==> src/hw/aznable_pkg.sv <==
package aznable_pkg;

	// memory widths, 32 KB program store and 16 KB work RAM
	parameter int PGROM_AW = 15;
	parameter int WKRAM_AW = 14;

	// program ROM sits below 0x8000, work RAM is 0xC000 and up
	parameter logic PGROM_A15 = 1'b0;
	parameter logic [1:0] WKRAM_PREFIX = 2'b11;

	// high address byte of each mapped input page
	parameter logic [7:0] PAGE_IN0 = 8'h80;
	parameter logic [7:0] PAGE_JOYSTICK = 8'h81;
	parameter logic [7:0] PAGE_ANALOG_L = 8'h82;
	parameter logic [7:0] PAGE_ANALOG_R = 8'h83;
	parameter logic [7:0] PAGE_PADDLE = 8'h84;
	parameter logic [7:0] PAGE_SPINNER = 8'h85;
	parameter logic [7:0] PAGE_PS2_KEY = 8'h86;
	parameter logic [7:0] PAGE_PS2_MOUSE = 8'h87;
	parameter logic [7:0] PAGE_TIMESTAMP = 8'h88;
	parameter logic [7:0] PAGE_TIMER = 8'h89;

	// pause trigger lives at 0x8A30..0x8A3F
	parameter logic [11:0] PAUSE_NIBBLE_ADDR = 12'h8A3;

	// download index that loads the program store
	parameter logic [7:0] DN_INDEX_PGROM = 8'd0;

	// low nibble of in0, debug bit (bit 0) is clear
	parameter logic [3:0] IN0_FIXED_BITS = 4'b1000;

	// cpu side, wr already inverted to active high
	typedef struct packed {
		logic [15:0] addr;
		logic [7:0] data;
		logic wr;
	} cpu_bus_t;

	// host loader
	typedef struct packed {
		logic [16:0] addr;
		logic [7:0] data;
		logic [7:0] index;
		logic wr;
	} dn_port_t;

	typedef struct packed {
		logic [191:0] joystick;
		logic [95:0] analog_l;
		logic [95:0] analog_r;
		logic [47:0] paddle;
		logic [95:0] spinner;
		logic [10:0] ps2_key;
		logic [47:0] ps2_mouse;
		logic [32:0] timestamp;
	} input_bank_t;

	typedef struct packed {
		logic [8:0] hcnt;
		logic [8:0] vcnt;
		logic hs;
		logic vs;
		logic hblank;
		logic vblank;
	} beam_t;

	// one bit per bus target, all clear for unmapped space
	typedef enum logic [12:0] {
		REG_NONE = 13'd0,
		REG_PGROM = 13'd1,
		REG_WKRAM = 13'd2,
		REG_IN0 = 13'd4,
		REG_JOYSTICK = 13'd8,
		REG_ANALOG_L = 13'd16,
		REG_ANALOG_R = 13'd32,
		REG_PADDLE = 13'd64,
		REG_SPINNER = 13'd128,
		REG_PS2_KEY = 13'd256,
		REG_PS2_MOUSE = 13'd512,
		REG_TIMESTAMP = 13'd1024,
		REG_TIMER = 13'd2048,
		REG_PAUSE = 13'd4096
	} region_t;

endpackage

==> src/hw/beam_timer.sv <==
`timescale 1ns/1ps

module beam_timer
	import aznable_pkg::*;
#(
	parameter int H_TOTAL = 396,
	parameter int H_ACTIVE = 320,
	parameter int HS_START = 336,
	parameter int HS_WIDTH = 32,
	parameter int V_TOTAL = 256,
	parameter int V_ACTIVE = 240,
	parameter int VS_START = 244,
	parameter int VS_WIDTH = 4
)
(
	input logic clk_24,
	input logic reset,
	input logic ce_6,
	output beam_t beam
);

	localparam logic [8:0] H_LAST = 9'(H_TOTAL - 1);
	localparam logic [8:0] V_LAST = 9'(V_TOTAL - 1);

	logic [8:0] h_next;
	logic [8:0] v_next;

	// next pixel position, vcnt only moves on the line wrap
	always_comb
	begin
		h_next = beam.hcnt + 9'd1;
		v_next = beam.vcnt;
		if (beam.hcnt == H_LAST)
		begin
			h_next = 9'd0;
			v_next = (beam.vcnt == V_LAST) ? 9'd0 : beam.vcnt + 9'd1;
		end
	end

	// syncs and blanks come from the next position so they
	// land in the same register stage as the counters
	always_ff @(posedge clk_24)
	begin
		if (reset)
		begin
			beam <= '0;
		end
		else if (ce_6)
		begin
			beam.hcnt <= h_next;
			beam.vcnt <= v_next;
			beam.hblank <= (h_next >= H_ACTIVE);
			beam.vblank <= (v_next >= V_ACTIVE);
			beam.hs <= (h_next >= HS_START) && (h_next < HS_START + HS_WIDTH);
			beam.vs <= (v_next >= VS_START) && (v_next < VS_START + VS_WIDTH);
		end
	end

	// counters never leave the frame
	assert property (@(posedge clk_24) disable iff (reset)
		(beam.hcnt < H_TOTAL) && (beam.vcnt < V_TOTAL));

endmodule

==> config.mk <==
export PLATFORM = sky130hd
export DESIGN_NAME = beam_timer
export DESIGN_NICKNAME = d
export VERILOG_FILES = /design/src/hw/aznable_pkg.sv /design/src/hw/beam_timer.sv
export SDC_FILE = /design/constraint.sdc
export NUM_CORES = 1
export LEC_CHECK = 0
export BUFFER_PORTS_ARGS = -buffer_cell sky130_fd_sc_hd__buf_2
export CAP_MARGIN = 20
export CORE_MARGIN = 2
export CORE_UTILIZATION = 37
export CTS_CLUSTER_DIAMETER = 30
export DETAILED_ROUTE_END_ITERATION = 10
export GPL_ROUTABILITY_DRIVEN = 0
export HOLD_SLACK_MARGIN = 0.03
export MAX_ROUTING_LAYER = met4
export PLACE_DENSITY = 0.61
export SYNTH_ARGS = -nofsm -noshare
export SYNTH_HDL_FRONTEND = slang
export SYNTH_SLANG_ARGS = --single-unit
==> constraint.sdc <==
create_clock -name clk_24 -period 1.95 [get_ports clk_24]
set_input_delay 0.39 -clock clk_24 [delete_from_list [all_inputs] [get_ports clk_24]]
set_output_delay 0.39 -clock clk_24 [all_outputs]
set_load 0.1 [all_outputs]
; Yosys cells after proc, flatten, opt, wreduce, memory -nomap -nowiden
; Index checks and enable logic that the tools add are counted.
[word_totals]
register_bits = 22
inputBits = 3
output_inout_bits = 22
[classes]
addsub = 2
order_cmp = 6
n_eq_ne = 2
mux = 3
reduce_logical = 2
[ops]
columns = op, count
row1 = 9-bit two-way mux, 3
row2 = "9-bit by 1-bit adder with 9-bit output, second input constant", 2
row3 = "9-bit by 8-bit greater-or-equal comparator with 1-bit output, second input constant", 2
row4 = "9-bit greater-or-equal comparator, second input constant", 2
row5 = "9-bit by 8-bit == test with 1-bit output, second input constant", 1
row6 = "9-bit == test, second input constant", 1
row7 = "9-bit by 8-bit less-than comparator with 1-bit output, second input constant", 1
row8 = "9-bit less-than comparator, second input constant", 1
row9 = 1-bit logical AND, 2

; Logic depth before layout (Yosys ltp)
; Gate-level depths: netlist of run 1.
[depth]
depth_word = 5
depth_mapped = 8

; Least setup slack after synthesis of run 1
; Ideal clock, no wire load.
[synth_path]
path_type = reg-to-reg
start = register beam[5] (netlist bit)
end = register beam[0] (netlist bit)
setup_time_ns = 0.088
arrival_time_ns = 2.564
t_required_ns = 1.862
path_slack_ns = -0.703
stages_incl_launch_ff = 7
n_path_buf = 0
synth_period_minus_slack_ns = 2.653
cell_sequence = dfxtp_1 ha_1 nand3_1 or3b_2 a21oi_2 o211ai_1 a311oi_2
[synth_via]
elab_chain_len = 4
word_cells_on_any_way = 5
cone_classes = 1 x add/sub / 1 x order compare / 1 x eq/ne / 2 x mux
[synth_rtl]
columns = element, line_no
row1 = from (decl), beam_timer.sv:19  ; output beam_t beam
row2 = 9-bit by 1-bit adder with 9-bit output or 9-bit by 8-bit == test with 1-bit output (tied branches), beam_timer.sv:36  ; v_next = (beam.vcnt == V_LAST) ? 9'd0 : beam.vcnt + 9'd1;
row3 = 9-bit two-way mux, beam_timer.sv:36
row4 = 9-bit two-way mux (*), beam_timer.sv:33  ; if (beam.hcnt == H_LAST)
row5 = 9-bit by 8-bit greater-or-equal comparator with 1-bit output (*), beam_timer.sv:53  ; beam.vblank <= (v_next >= V_ACTIVE);
; Every way passes the cells marked *; elsewhere a longest branch is shown, timed or not.
; A chain may end at the register's enable or synchronous reset.

; Worst setup path in the final report of run 1
[layout_path]
start = register beam[13] (netlist bit)
end = register beam[0] (netlist bit)
[layout_via]
elab_chain_len = 3
[layout_rtl]
columns = element, line_no
row1 = 9-bit == test, beam_timer.sv:33
row2 = 9-bit two-way mux, beam_timer.sv:33
row3 = 9-bit by 8-bit greater-or-equal comparator with 1-bit output, beam_timer.sv:53
; Every way passes these cells.

==> results of run 1 <==
placed cells by master, fill, tap and decap left out, types with 6 or more instances in the layout:
cell | synthesis | layout
nor3_1 | 6 | 6
dfxtp_2 | 0 | 7
dfxtp_4 | 0 | 10
buf_2 | 5 | 24
nand2_1 | 19 | 19
o21ai_0 | 7 | 7
nor2_1 | 22 | 22
nand3_1 | 7 | 7
a21oi_1 | 12 | 12
where the power goes:
group,switching (mW),internal (mW),total [mW]
clock network,0.154,0.141,0.295
logic,0.0586,0.0157,0.0743
registers,0.00744,0.442,0.449
total,0.220,0.599,0.819
worst max-delay path: stages (launching register included):
cell and delay [ns]:
dfxtp_4 0.38, ha_1 0.26, and2_4 0.22, nand3_4 0.12, o32ai_1 0.38, o211ai_1 0.17, a311oi_2 0.25
cells by family (layout without fill, tap and decap cells):
kind of cell	Yosys count	after routing	synth area share
buffers and inverters	17	36	0.07042
AOI/OAI and AO/OA	37	37	0.1752
adders and majority gates	2	2	0.01760
muxes	3	3	0.02113
xor gates and xnor gates	8	8	0.04930
and+or+nand+nor	88	88	0.3565
DFF	22	22	0.3099
final cells by class:
cell class	instances	area, um^2	area share
clock buffers	3	41.29	0.02479
clock inverters	1	3.754	0.002254
inverters	3	11.26	0.006762
multi-input cells	138	904.6	0.5432
flip-flops and latches	22	486.7	0.2923
well taps	48	60.06	0.03606
repair buffers	29	157.7	0.09467
worst paths after layout:
| check | from | endpoint | slack [ns] | cells after the start |
|---|---|---|---|---|
| worst max-delay path | beam[13] | beam[0] | 0.1 | 6 |
| worst min-delay path | beam[2] | beam[2] | 0.47 | 2 |
| worst max register to register | beam[13] | beam[0] | 0.1 | 6 |
| worst min register to register | beam[2] | beam[2] | 0.47 | 2 |
routing by layer:
layer	GRT usage	vias up	share of wire
li1	-	682	-
met1	0.2479	634	0.51
met4	0.06378	0	0.0085
met2	0.2424	37	0.43
met5	-	-	0
met3	0.02896	2	0.050
==> metrics.csv, run 1 <==
metric,value,unit
layout-drive-gt1-share,0.3061,
fp-row-count,22,
finalCriticalPeriod,1.853,ns
peakVddDrop,0.2840,mV
critPathRequiredTime,2.14,ns
drtAntennaViolNets,0,
synthesis.nets,182,
place_hpwl,2474,um
floorplan.initialDensity,0.3853,
synth_area_leader_cell,dfxtp_1,
fin_skew,0.007745,ns
die-area,4353,um^2
ys_warn_count,0,
drt-initial-drc-count,89,
clk_path_buf_depth,2,
fin_tns_setup,0,ns
largest_registers,beam (22),
die_x,65.98,um
synth_area,1421,um^2
worstSetupStartpointType,flop,
portBuffers,24,
path_max_fanout,8,
hold_viol_final,0,
max_cap_violations,0,
synth.top_cells.by_area,"dfxtp_1 31%, nor2_1 5.8%, nand2_1 5.0%, a21oi_1 4.2%, xor2_1 3.1%",
cts-root-buf,clkbuf_8,
placed_area,1620,um^2
utilization,0.4515,
layout.nets,202,
finalCritPeriodShare,0.9500,
place_inst,240,
dr_total_vias,1355,
ioPinCount,25,
synthArstFlopShare,0,
fin_area,1665,um^2
drv_slew,0,
hold-worst-slack,0.4676,ns
fp.dieH,65.98,um
grt_pass1_wl,5727,um
top_register,beam,
tightest_slew,0.4927,ns
dr.pass1.iters,4,
p_leak,0.6134,nW
post-place-ws,0.1567,ns
routed_via_density,5.553,
clock.fmax,0.5398,GHz
endpoint_kind,flop,
synth_seq_cells,22,
hp-class,flop to flop,
power.density,491.7,nW/um^2
cts-resized-gates,0,
wl_per_cell,14.02,um
synth_edf_count,0,
cts.sinks,22,
drc,0,
synthCells,177,
diodes,0,
path_class,flop to flop,
synthTopCellsByCount,"22 x dfxtp_1, 22 x nor2_1, 19 x nand2_1",
routed_wl,3421,um
synth_top_area_share,0.3099,
synth.yosys.seq_area_share,0.3099,
p_total,0.8188,mW
cts-buffers-inserted,3,
instances_no_fill,244,
clk_pin_slew,0.08,ns
syn2layout_area_growth,17.17,%
first_global_vias,1200,
synthFlopType,dfxtp_1,
setup_ws,0.09746,ns
core_area,3689,um^2
setup-violations-final,0,
post_cts_buffers,0,
crit_arrival,2.04,ns
avgSynthCellArea,8.030,um^2
htreeDepth,1,
rsz0062_at_grt,false,
synth_cell_types,52,
outcome,"complete, no violations",
grt_overflow,0,
grt_start_max_net_pins,23,
grt_use_total,0.1726,
cts_tree,built,
cts-hold-fix-buffers,0,
nFillCells,377,
largest_register_ff_count,22,
clkLatencyLatePin,0.27,ns
slew_headroom,0.6738,
antenna_found_initial,0,
Note: power is estimated with default switching activity, not from simulation.
==> run 2: changes to the inputs <==
--- a/config.mk
+++ b/config.mk
@@ -8,13 +8,13 @@
 export BUFFER_PORTS_ARGS = -buffer_cell sky130_fd_sc_hd__buf_2
 export CAP_MARGIN = 20
 export CORE_MARGIN = 2
-export CORE_UTILIZATION = 37
+export CORE_UTILIZATION = 45
 export CTS_CLUSTER_DIAMETER = 30
 export DETAILED_ROUTE_END_ITERATION = 10
 export GPL_ROUTABILITY_DRIVEN = 0
 export HOLD_SLACK_MARGIN = 0.03
 export MAX_ROUTING_LAYER = met4
-export PLACE_DENSITY = 0.61
+export PLACE_DENSITY = 0.71
 export SYNTH_ARGS = -nofsm -noshare
 export SYNTH_HDL_FRONTEND = slang
 export SYNTH_SLANG_ARGS = --single-unit
==> metrics.csv, run 2 (same netlist as run 1, synthesis figures left out) <==
metric,value,unit,change
outcome,"complete, no violations",,
clkLatencyLatePin,0.31,ns,+0.04 ns
finalCriticalPeriod,1.788,ns,-0.06421 ns
cts-root-buf,clkbuf_4,,
crit_family,simple AND/OR/NAND/NOR gates,,
core_area,3028,um^2,-18%
r2r_end,beam[0],,
antenna_found_initial,0,,unchanged
drv_slew,0,,unchanged
cts.sinks,22,,unchanged
first_global_vias,1183,,-1.4%
grt_use_total,0.2057,,+0.03306
routed_via_density,5.828,,+5.0%
dr.pass1.iters,4,,unchanged
path_class,flop to flop,,
p_leak,0.6015,nW,-1.9%
grt_overflow,0,,unchanged
routed_wl,3293,um,-3.7%
tightest_slew,0.4906,ns,-0.002143 ns
die-area,3624,um^2,-17%
die_x,60.20,um,-8.8%
hold_viol_final,0,,unchanged
fp.dieH,60.20,um,-8.8%
htreeDepth,1,,unchanged
place_hpwl,2378,um,-3.9%
post_cts_buffers,0,,unchanged
crit_start,beam[4],,
final_cell_mix,"24 x buf_2, 22 x nor2_1, 19 x nand2_1",,
fin_tns_setup,0,ns,unchanged
grt_pass1_wl,5533,um,-3.4%
post-place-ws,0.1338,ns,-0.02292 ns
r2r_cells,6,,unchanged
clock.fmax,0.5592,GHz,+3.6%
crit_end,beam[0],,
portBuffers,24,,unchanged
drt-initial-drc-count,72,,-19%
hold-worst-slack,0.4049,ns,-0.06268 ns
cts-buffers-inserted,3,,unchanged
utilization,0.5417,,+0.09024
cp_num_cells,6,,unchanged
crit_slowest_cell,or4b_4,,
power.density,445.5,nW/um^2,-9.4%
peakVddDrop,0.4268,mV,+50%
endpoint_kind,flop,,
critPathRequiredTime,2.18,ns,+0.04 ns
crit_chain,ha_4 -> nand3_1 -> or4b_4 -> a21oi_2 -> o211ai_1 -> a311oi_2,,
grt_start_max_net_pins,23,,unchanged
reg2reg_setup_slack,0.16,ns,+0.06 ns
setup_ws,0.1617,ns,+0.06421 ns
layout.nets,202,,unchanged
path_max_fanout,10,,+2
setup-violations-final,0,,unchanged
slew_headroom,0.6752,,+0.001419
fp-row-count,20,,-9.1%
top_register,beam,,
ioPinCount,25,,unchanged
largest_register_ff_count,22,,unchanged
largest_registers,beam (22),,
cts_tree,built,,
floorplan.initialDensity,0.4694,,+0.08408
syn2layout_area_growth,15.40,%,
layout-drive-gt1-share,0.3128,,+0.006698
finalCritPeriodShare,0.9171,,-0.03293
worstSetupStartpointType,flop,,
crit_buf_inv,0,,unchanged
drtAntennaViolNets,0,,unchanged
rsz0062_at_grt,false,,
hp-class,input pin to flop,,
crit_arrival,2.02,ns,-0.02 ns
rr_startpoint,beam[4],,
max_cap_violations,0,,unchanged
clk_pin_slew,0.12,ns,+0.04 ns
wl_per_cell,13.78,um,-1.7%
diodes,0,,unchanged
drc,0,,unchanged
critPathMaxStageDelay,0.47,ns,+0.09 ns
clk_path_buf_depth,2,,unchanged
dr_total_vias,1393,,+2.8%
fin_skew,0.006121,ns,-0.001624 ns
layout_commonest_cell,buf_2,,
==> run 2: changes by cell type in the layout (fill, tap and decap cells not counted) <==
cell,before,now
clkbuf_4,0,3
clkbuf_8,3,0
clkinv_1,1,0
ha_1,1,0
ha_2,0,1
==> run 2: timing repair <==
| action | 4_1_cts | 5_1_grt |
|---|---|---|
| hold buffers | 0 | 0 |
| gates resized for setup | 0 | 1 |
| endpoints found under the setup margin | 0 | 2 |
==> run 2: layer usage <==
| metal | global-route usage | share of wire |
|---|---|---|
| met5 | - | 0 |
| met4 | 0.03175 | 0 |
| met3 | 0.04545 | 0.058 |
| met2 | 0.3106 | 0.46 |
| met1 | 0.2855 | 0.48 |
==> run 2: worst register-to-register path: stages, from the launching register on <==
cell and delay, ns:
dfxtp_4 0.40, ha_4 0.19, nand3_1 0.11, or4b_4 0.47, a21oi_2 0.17, o211ai_1 0.13, a311oi_2 0.25
==> run 2: final cells by class <==
| cell class | instances | area [um^2] |
|---|---|---|
| fill | 272 | 1388 |
| clock buffer | 3 | 22.52 |
| timing repair buffer | 29 | 157.7 |
| sequential | 22 | 486.7 |
| inverter | 3 | 11.26 |
| multi-input combinational | 138 | 907.1 |
| tap | 44 | 55.05 |
==> run 2: where the power goes <==
part | internal, mW | switching [mW] | leakage (nW)
combinational | 0.0162 | 0.0587 | 0.399
clock | 0.0722 | 0.134 | 0.0138
sequential | 0.442 | 0.00747 | 0.189
==> run 2: stage by stage <==
stage / total power [mW] / cells / instance area [um^2]
after detailed placement: 0.5345 / 236 / 1615
after CTS: 0.7355 / 239 / 1638
after global routing: 0.7574 / 239 / 1640
after floorplan: 0.5222 / 177 / 1493
after global placement: 0.5330 / 236 / 1615
final: 0.7308 / 239 / 1640
==> run 2: how the worst min path moves through the flow <==
| stage | start | endpoint | slack, ns | depth (start not counted) |
|---|---|---|---|---|
| after floorplan | reset | beam[3] | 0.57 | 3 |
| after global placement | beam[2] | beam[2] | 0.46 | 2 |
| after detailed placement | beam[2] | beam[2] | 0.45 | 2 |
| after CTS | ce_6 | beam[12] | 0.40 | 2 |
| after global routing | ce_6 | beam[12] | 0.41 | 2 |
| final | ce_6 | beam[12] | 0.40 | 2 |
==> run 3: changes to the inputs <==
--- a/config.mk
+++ b/config.mk
@@ -15,6 +15,7 @@
 export HOLD_SLACK_MARGIN = 0.03
 export MAX_ROUTING_LAYER = met4
 export PLACE_DENSITY = 0.71
+export SLEW_MARGIN = 10
 export SYNTH_ARGS = -nofsm -noshare
 export SYNTH_HDL_FRONTEND = slang
 export SYNTH_SLANG_ARGS = --single-unit
==> constraint.sdc (replaced) <==
create_clock -name clk_24 -period 1.95 [get_ports clk_24]
set_input_delay 0.0975 -clock clk_24 [delete_from_list [all_inputs] [get_ports clk_24]]
set_output_delay 0.0975 -clock clk_24 [all_outputs]
set_load 0.1 [all_outputs]
==> metrics.csv, run 3 (same netlist as run 1, synthesis figures left out) <==
metric,value,unit,change
routed_wl,3345,um,+1.6%
cts-root-buf,clkbuf_4,,
drt-initial-drc-count,48,,-33%
crit_arrival,2.04,ns,+0.02 ns
wl_per_cell,14.00,um,+1.6%
grt_overflow,0,,unchanged
min_from,reset,,
grt_start_max_net_pins,23,,unchanged
min_path_cells,2,,unchanged
power.density,456.7,nW/um^2,+2.5%
clk_path_buf_depth,2,,unchanged
top_register,beam,,
max_cap_violations,0,,unchanged
dr.pass1.iters,4,,unchanged
portBuffers,24,,unchanged
floorplan.initialDensity,0.4694,,unchanged
antenna_found_initial,0,,unchanged
r2r_cells,6,,unchanged
endpoint_kind,flop,,
drc,0,,unchanged
path_max_fanout,8,,-2
syn2layout_area_growth,15.14,%,
clock.fmax,0.5518,GHz,-1.3%
nFillCells,292,,+7.4%
r2r_end,beam[0],,
final_cell_mix,"24 x buf_2, 22 x nor2_1, 19 x nand2_1",,
setup_ws,0.1378,ns,-0.02382 ns
core_area,3028,um^2,unchanged
place_hpwl,2400,um,+0.94%
hold_viol_final,0,,unchanged
instances_no_fill,239,,unchanged
setup-violations-final,0,,unchanged
post-place-ws,0.1176,ns,-0.01621 ns
worstSetupStartpointType,flop,,
critPathRequiredTime,2.18,ns,about the same
die_x,60.20,um,unchanged
drv_slew,0,,unchanged
cts_tree,built,,
rsz0062_at_grt,false,,
largest_registers,beam (22),,
cts.sinks,22,,unchanged
routed_via_density,5.657,,-2.9%
utilization,0.5405,,-0.001240
dr_total_vias,1352,,-2.9%
diodes,0,,unchanged
fp-row-count,20,,unchanged
finalCriticalPeriod,1.812,ns,+0.02382 ns
rr_startpoint,beam[13],,
place_inst,235,,-0.42%
clk_pin_slew,0.13,ns,about the same
cts-buffers-inserted,3,,unchanged
largest_register_ff_count,22,,unchanged
htreeDepth,1,,unchanged
post_cts_buffers,0,,unchanged
fin_skew,0.005896,ns,-0.0002252 ns
tightest_slew,0.4880,ns,-0.002640 ns
grt_pass1_wl,5492,um,-0.74%
slew_headroom,0.6769,,+0.001748
reg2reg_setup_slack,0.14,ns,-0.02 ns
path_class,flop to flop,,
fp.dieH,60.20,um,unchanged
first_global_vias,1183,,unchanged
grt_use_total,0.2044,,-0.001268
peakVddDrop,0.2915,mV,-32%
outcome,"complete, no violations",,
p_leak,0.5979,nW,-0.60%
finalCritPeriodShare,0.9293,,+0.01222
layout_commonest_cell,buf_2,,
hp-class,input pin to flop,,
ioPinCount,25,,unchanged
layout-drive-gt1-share,0.3077,,-0.005128
layout.nets,201,,-0.50%
min_to,beam[10],,
die-area,3624,um^2,unchanged
drtAntennaViolNets,0,,unchanged
clkLatencyLatePin,0.31,ns,about the same
[run 3: changes by cell type in the layout (fill, tap and decap cells not counted), sizes merged]
cell,delta
buf,-1
clkbuf,+1
[run 3: power by group]
part / total (mW) / internal (mW) / switching (mW)
clock network: 0.224 / 0.0800 / 0.144
logic: 0.0732 / 0.0148 / 0.0584
registers: 0.450 / 0.442 / 0.00777
[run 3: worst max path at each step]
stage	start	end	slack [ns]
2_1_floorplan	beam[10]	beam[0]	-0.01
3_3_place_gp	beam[13]	beam[0]	0.20
3_5_place_dp	beam[13]	beam[0]	0.12
4_1_cts	beam[13]	beam[0]	0.1
5_1_grt	beam[13]	beam[2]	0.02
6_report	beam[13]	beam[0]	0.14
[run 3: cell type report]
class	instances	area, um^2	area share
Multi-Input combinational cell	138	907.1	0.5543
Sequential cell	22	486.7	0.2974
Timing Repair Buffer	28	150.1	0.09174
Tap cell	44	55.05	0.03364
Clock buffer	4	26.28	0.01606
Inverter	3	11.26	0.006881
[run 3: worst max-delay path, stage by stage (launching register included)]
cell and delay (ns):
dfxtp_4 0.40, ha_2 0.25, and2_4 0.20, nand3_4 0.11, o32ai_1 0.35, o211ai_1 0.16
a311oi_2 0.26
[run 3: routing by layer]
metal | GRT usage | part of all wire | vias up | routed length, um
li1 | - | - | 681 | -
met1 | 0.3009 | 0.52 | 634 | 1731
met2 | 0.2717 | 0.43 | 31 | 1425
met3 | 0.01948 | 0.039 | 6 | 131
met4 | 0.1048 | 0.017 | 0 | 57
met5 | - | 0 | - | 0
[run 3: stage by stage]
step	hold slack [ns]	total power, mW	setup TNS (ns)	instance area [um^2]
2_1_floorplan	0.2782	0.5222	-0.01412	1493
3_3_place_gp	0.4598	0.5313	0	1608
3_5_place_dp	0.4552	0.5328	0	1608
4_1_cts	0.1923	0.7437	0	1634
5_1_grt	0.2076	0.7714	0	1637
6_report	0.1964	0.7475	0	1637
[run 3: repair_timing]
| action | in CTS | in global routing |
|---|---|---|
| resized for setup | 0 | 1 |
| hold buffers | 0 | 0 |
| endpoints found under the setup margin | 0 | 2 |
